===== src/source/dbg_bus_config.svh =====
/*
 * Build-time sizing for the debug bus bridge project.
 * Included by the RAM slave and by the testbench. Override a value
 * by defining it before this header is seen.
 */

`ifndef DBG_BUS_CONFIG_SVH
`define DBG_BUS_CONFIG_SVH

// RAM depth in 32-bit words
// Byte addresses at or above 4x this value answer with err
`define DBG_RAM_WORDS 256

// Bus cycles between stb and ack, 0 gives ack in the stb cycle
`define DBG_RAM_WAIT 2

`endif


===== src/source/dbg_bus_pkg.sv =====
/*
 * Shared types for the debug bus bridge: data, address and byte-enable
 * types plus the command opcode, access size and bus FSM encodings.
 * Referenced by scoped name from every block and the testbench.
 */

`default_nettype none

package dbg_bus_pkg;

  // Bus data word and byte address
  typedef logic [31:0] dbg_word_t;
  typedef logic [31:0] dbg_addr_t;

  // Byte enables, bit 3 is the lowest-addressed byte (big-endian)
  typedef logic [3:0] dbg_sel_t;

  // Debug command opcodes
  typedef enum logic [1:0] {
    OP_NOP      = 2'd0,
    OP_SET_ADDR = 2'd1,
    OP_WRITE    = 2'd2,
    OP_READ     = 2'd3
  } dbg_op_e;

  // Access size in bytes, value doubles as the address step
  typedef enum logic [2:0] {
    SZ_BYTE = 3'd1,
    SZ_HALF = 3'd2,
    SZ_WORD = 3'd4
  } dbg_size_e;

  // Single-access bus state machine
  typedef enum logic {
    ST_IDLE     = 1'b0,
    ST_TRANSFER = 1'b1
  } dbg_fsm_e;

endpackage

`default_nettype wire


===== src/source/dbg_xfer_if.sv =====
/*
 * One debug transfer between the command unit and the bridge.
 * Request is qualified by a one-cycle strobe while rdy is high;
 * rdata and err are valid once rdy returns high.
 */

`timescale 1ns/10ps
`default_nettype none

interface dbg_xfer_if;

  // Request side, test clock domain
  dbg_bus_pkg::dbg_addr_t addr;
  dbg_bus_pkg::dbg_word_t wdata;
  dbg_bus_pkg::dbg_size_e size;
  logic                   rd_wrn;
  logic                   strobe;

  // Completion side
  logic                   rdy;
  dbg_bus_pkg::dbg_word_t rdata;
  logic                   err;

  modport master (
    output addr, wdata, size, rd_wrn, strobe,
    input  rdy, rdata, err
  );

  modport slave (
    input  addr, wdata, size, rd_wrn, strobe,
    output rdy, rdata, err
  );

endinterface

`default_nettype wire


===== src/source/dbg_cmd_unit.sv =====
/*
 * Debug command decoder in the test clock domain. Keeps the current
 * address, launches reads and writes on the transfer interface and
 * returns a one-cycle response, stepping the address on success.
 */

`timescale 1ns/10ps
`default_nettype none

module dbg_cmd_unit (
  input  wire                         tck_i,
  input  wire                         rst_i,
  input  wire                         cmd_stb_i,
  input  wire dbg_bus_pkg::dbg_op_e   cmd_op_i,
  input  wire dbg_bus_pkg::dbg_size_e cmd_size_i,
  input  wire dbg_bus_pkg::dbg_addr_t cmd_addr_i,
  input  wire dbg_bus_pkg::dbg_word_t cmd_data_i,
  output logic                        busy_o,
  output logic                        rsp_valid_o,
  output dbg_bus_pkg::dbg_word_t      rsp_data_o,
  output logic                        rsp_err_o,
  dbg_xfer_if.master                  xfer
);

  dbg_bus_pkg::dbg_addr_t addr_q;
  dbg_bus_pkg::dbg_word_t wdata_q;
  dbg_bus_pkg::dbg_size_e size_q;
  logic                   rd_q;
  logic                   strobe_q;
  logic                   rdy_q;
  logic                   accept;
  logic                   is_xfer;
  logic                   done;

  // Commands are dropped while a transfer is outstanding
  assign accept  = cmd_stb_i & ~busy_o;
  assign is_xfer = (cmd_op_i == dbg_bus_pkg::OP_READ) || (cmd_op_i == dbg_bus_pkg::OP_WRITE);
  // Completion is the rising edge of rdy
  assign done    = busy_o & xfer.rdy & ~rdy_q;

  // Request fields held for the bridge
  always_ff @(posedge tck_i) begin
    if (accept && is_xfer) begin
      wdata_q <= cmd_data_i;
      size_q  <= cmd_size_i;
      rd_q    <= (cmd_op_i == dbg_bus_pkg::OP_READ);
    end
  end

  always_ff @(posedge tck_i or posedge rst_i) begin
    if (rst_i) begin
      addr_q      <= '0;
      strobe_q    <= 1'b0;
      busy_o      <= 1'b0;
      rdy_q       <= 1'b1;
      rsp_valid_o <= 1'b0;
      rsp_data_o  <= '0;
      rsp_err_o   <= 1'b0;
    end else begin
      strobe_q    <= 1'b0;
      rsp_valid_o <= 1'b0;
      rdy_q       <= xfer.rdy;
      if (accept && cmd_op_i == dbg_bus_pkg::OP_SET_ADDR) begin
        addr_q <= cmd_addr_i;
      end
      // Launch, busy shows up on the next edge
      if (accept && is_xfer) begin
        busy_o   <= 1'b1;
        strobe_q <= 1'b1;
      end
      if (done) begin
        busy_o      <= 1'b0;
        rsp_valid_o <= 1'b1;
        rsp_data_o  <= rd_q ? xfer.rdata : '0;
        rsp_err_o   <= xfer.err;
        // Failed accesses keep the address for a retry
        if (!xfer.err) begin
          addr_q <= addr_q + dbg_bus_pkg::dbg_addr_t'(size_q);
        end
      end
    end
  end

  assign xfer.addr   = addr_q;
  assign xfer.wdata  = wdata_q;
  assign xfer.size   = size_q;
  assign xfer.rd_wrn = rd_q;
  assign xfer.strobe = strobe_q;

  // Bridge must be idle whenever a request is launched
  a_strobe_rdy : assert property (@(posedge tck_i) disable iff (rst_i)
    xfer.strobe |-> xfer.rdy)
    else $error("strobe issued while bridge not ready");

endmodule

`default_nettype wire


===== src/flat_wrapper.sv =====
// flat-port wrapper written by rule: the top's interface ports become plain ports
module dbg_cmd_unit_flat 
  (tck_i, rst_i, cmd_stb_i, cmd_op_i, cmd_size_i, cmd_addr_i, cmd_data_i, busy_o, rsp_valid_o, rsp_data_o, rsp_err_o, xfer_addr, xfer_wdata, xfer_size, xfer_rd_wrn, xfer_strobe, xfer_rdy, xfer_rdata, xfer_err);
  dbg_xfer_if xfer_i ();
  input  wire tck_i;
  input  wire rst_i;
  input  wire cmd_stb_i;
  input  wire dbg_bus_pkg::dbg_op_e cmd_op_i;
  input  wire dbg_bus_pkg::dbg_size_e cmd_size_i;
  input  wire dbg_bus_pkg::dbg_addr_t cmd_addr_i;
  input  wire dbg_bus_pkg::dbg_word_t cmd_data_i;
  output logic busy_o;
  output logic rsp_valid_o;
  output dbg_bus_pkg::dbg_word_t rsp_data_o;
  output logic rsp_err_o;
  output wire logic [$bits(xfer_i.addr)-1:0] xfer_addr;
  output wire logic [$bits(xfer_i.wdata)-1:0] xfer_wdata;
  output wire logic [$bits(xfer_i.size)-1:0] xfer_size;
  output wire logic [$bits(xfer_i.rd_wrn)-1:0] xfer_rd_wrn;
  output wire logic [$bits(xfer_i.strobe)-1:0] xfer_strobe;
  input wire logic [$bits(xfer_i.rdy)-1:0] xfer_rdy;
  input wire logic [$bits(xfer_i.rdata)-1:0] xfer_rdata;
  input wire logic [$bits(xfer_i.err)-1:0] xfer_err;
  assign xfer_addr = xfer_i.addr;
  assign xfer_wdata = xfer_i.wdata;
  assign xfer_size = xfer_i.size;
  assign xfer_rd_wrn = xfer_i.rd_wrn;
  assign xfer_strobe = xfer_i.strobe;
  assign xfer_i.rdy = xfer_rdy;
  assign xfer_i.rdata = xfer_rdata;
  assign xfer_i.err = xfer_err;
  dbg_cmd_unit u_core (.tck_i(tck_i), .rst_i(rst_i), .cmd_stb_i(cmd_stb_i), .cmd_op_i(cmd_op_i), .cmd_size_i(cmd_size_i), .cmd_addr_i(cmd_addr_i), .cmd_data_i(cmd_data_i), .busy_o(busy_o), .rsp_valid_o(rsp_valid_o), .rsp_data_o(rsp_data_o), .rsp_err_o(rsp_err_o), .xfer(xfer_i));
endmodule

===== config.mk =====
export PLATFORM = sky130hd
export DESIGN_NAME = dbg_cmd_unit_flat
export DESIGN_NICKNAME = d
export VERILOG_FILES = /design/src/source/dbg_bus_config.svh /design/src/source/dbg_bus_pkg.sv /design/src/source/dbg_xfer_if.sv /design/src/source/dbg_cmd_unit.sv /design/src/flat_wrapper.sv
export SDC_FILE = /design/constraint.sdc
export NUM_CORES = 1
export LEC_CHECK = 0
export CAP_MARGIN = 20
export CORE_ASPECT_RATIO = 1.25
export CORE_MARGIN = 1.5
export CORE_UTILIZATION = 59
export CTS_BUF_LIST = sky130_fd_sc_hd__clkbuf_2
export DETAILED_ROUTE_END_ITERATION = 7
export DONT_BUFFER_PORTS = 1
export PLACE_DENSITY = 0.77
export SYNTH_ARGS = -nofsm -noshare
export SYNTH_HDL_FRONTEND = slang
export SYNTH_SLANG_ARGS = --single-unit

===== constraint.sdc =====
create_clock -name tck_i -period 1.83 [get_ports tck_i]
set_clock_uncertainty 0.05 [all_clocks]
set_input_delay 0.183 -clock tck_i [delete_from_list [all_inputs] [get_ports tck_i]]
set_output_delay 0.183 -clock tck_i [all_outputs]
set_load 0.05 [all_outputs]

==> flow_summary.toml <==
[sta]
tightest_slew_ns = 0.6296
rsz0062_at_grt = "yes"
period_needed_ns = 2.131
finalSetupViolCount = 28
slew_headroom_pct = 57.89
post-route-period-util_pct = 116.5
fin_ws_ns = -0.3011
max_freq_ghz = 0.4693
slew_violations = 0
final-hold-violation-count = 0

[critical_path]
setup.worst_path.end_class = "flop"
crit_required_ns = 2.31
r2r_start = "u_core.xfer.size[1]"
path_max_fanout = 5
worst-r2r-cell-count = 7
slowest_delay_ns = 0.53
rr_endpoint = "u_core.xfer.addr[12]"
worst-r2r-setup-slack_ns = -0.30
crit_chain = "buf_6 > fa_2 > a21oi_4 > buf_4 > nor3_4 > a311oi_2 > nor3_1"
cp-start-kind = "flop"
cpMaxStageDelayCell = "edfxtp_1"
worst-setup-path-type = "flop to flop"
arrival_ns = 2.61

[detailed_routing]
vias = 4636
vias_per_cell = 6.539
drt_iter0_markers = 345
met3_length_mm = 1.585
wl_mm = 16.96
drtPass1Iterations = 5
ant_nets = 0
drc = 0
routed.top_layer = "met4"
wl_per_cell_um = 23.92
wl_met2_mm = 8.757
wl_met1_mm = 5.886

[placement]
dp.cells = 570
place.port_buffers = 0
dp_hpwl_mm = 9.234
place.gp.congestion = 0.9517

[cts]
cts_tree = "done"
cts-root-buf = "clkbuf_2"
cts_sinks = 105
cts_buffer_depth = 2
clkTransAtPathRegs_ns = 0.31
numCtsBuffers = 9
htreeDepth = 3
clock_latency_ns = 0.62

[logic_synthesis]
syn_avg_cell_area_um2 = 10.80
ys_types = 57
synth.net_count = 545
synth_edf_count = 36
ys_ff_latch = 105
yosysSeqAreaShare_pct = 59.77
syn_inst = 435
ys_dominant_reg_cell = "dfrtp_1"
syn-cell-area_um2 = 4700
yosysWarningCount = 0
async_flop_share_pct = 65.71

[power]
total_power_mw = 8.962
power_leakage_nw = 2.749
peakVddDrop_mv = 0.9832
pwr_density_cell_nw_per_um2 = 1299

[finish]
final_cell_mix = "108 x dlygate4sd3_1, 81 x nand2_1, 67 x dfrtp_1"
fin_util_pct = 89.07
diodes = 0
layout-drive-gt1-share_pct = 26.22
final_nets = 719
final_common_cell = "dlygate4sd3_1"
layoutNonFillerInstCount = 709
synthToLayoutAreaGrowth_pct = 46.83

[global_routing]
antenna_found_initial = 0
grt_pass1_vias = 4611
grt_start_max_net_pins = 65
grt_pass1_wl_mm = 24.61
grt_overflow = 0
grt_usage_pct = 37.73

[run_status]
violations = "setup timing"
outcome = "finished with violations"

[flow_run]
drv_cap = 0

[floorplan]
die_w_um = 82.83
std_cell_rows = 36
start_util_pct = 60.66
core_um2 = 7747
die_h_um = 102.8
die-area_um2 = 8513
io-pin-count = 210

[worst_hold_path]
hp-class = "input port to async pin"
[per-layer routing]
layer / vias up / track usage [%]
met4: 0 / 19.10
met5: - / 0
met2: 355 / 65.42
met1: 2243 / 44.23
met3: 77 / 9.608
li1: 1961 / -
[state kept, by name (all words and copies together) (netlist names), 3 cells and up]
| register | flops |
|---|---|
| u_core.xfer.size | 3 |
| u_core.rsp_data_o | 32 |
| u_core.xfer.addr | 32 |
| u_core.xfer.wdata | 32 |
[Yosys cell counts (4+ instances only)]
master	number	share of area, %
and2_1	4	0.53
nand2_1	81	6.5
o22ai_1	8	1.1
nor4_1	8	1.1
and3_1	6	0.80
a31oi_1	4	0.53
clkbuf_1	15	1.2
dfrtp_1	68	36
nand3_1	10	1.1
nand4_1	10	1.3
nand2b_1	6	0.80
a21oi_1	9	0.96
a311oi_1	9	1.7
o21ai_0	34	3.6
nor2_1	37	3.0
nor3_1	12	1.3
edfxtp_1	36	23
a211oi_1	17	2.7
[power breakdown]
part	internal (mW)	switching (mW)	leakage, nW
Clock	0.194	0.837	0.0618
Sequential	2.90	1.17	1.17
Combinational	1.35	2.51	1.52
Total	4.45	4.52	2.75
[how the worst max path moves through the flow]
stage,startpoint,to,slack (ns),cells past startpoint
5_1_grt,u_core.xfer.size[1],u_core.xfer.addr[12],-0.32,7
3_5_place_dp,u_core.xfer.size[1],u_core.xfer.addr[29],-0.18,5
4_1_cts,u_core.xfer.size[0],u_core.xfer.addr[10],-0.14,6
2_1_floorplan,u_core.xfer.size[1],u_core.xfer.addr[29],-0.28,5
3_3_place_gp,u_core.xfer.size[0],u_core.xfer.addr[20],-0.07,7
6_report,u_core.xfer.size[1],u_core.xfer.addr[12],-0.30,7
[cells by family after synthesis]
group,after synthesis,share of synthesized area [%]
buf+inv,27,2.636
compound gates,99,14.19
simple gates,197,21.54
xor+xnor,1,0.1864
mux,2,0.4526
flops,105,59.77
fa+ha+maj,4,1.225
[final cells by class]
class                   instances  area, µm²
well taps                      95      118.9
clock inverters                 7      53.80
flip-flops and latches        105       2810
inverters                       3      15.01
repair buffers                187       1762
clock buffers                   9      45.04
fillers                       315      847.1
multi-input cells             303       2096
[metrics by stage]
step	TNS [ns]	area (µm²)	setup slack [ns]	hold WS [ns]
final	-3.808	6900	-0.3011	0.02742
after global routing	-5.442	6900	-0.3231	0.02305
after CTS	-1.910	6669	-0.1354	0.02438
after detailed placement	-1.661	5308	-0.1809	0.01433
after global placement	-0.3946	5308	-0.06873	0.005649
after floorplan	-4.284	4756	-0.2833	0.1375
[critical path: cells and delay by family, from the launching register on]
family / cells / cell delay [ns]
compound gates: 2 / 0.54
fa+ha+maj: 1 / 0.43
buf+inv: 2 / 0.32
flops: 1 / 0.53
simple gates: 2 / 0.17
[repair_timing]
action                                  CTS  global route
endpoints found under the setup margin   26            31
buffers inserted                          7            13
endpoints found under the hold margin   175             0
hold buffers                            108             0
gates resized for setup                  27            32
pin swaps                                25            24
(Power assumes the default switching activity.)
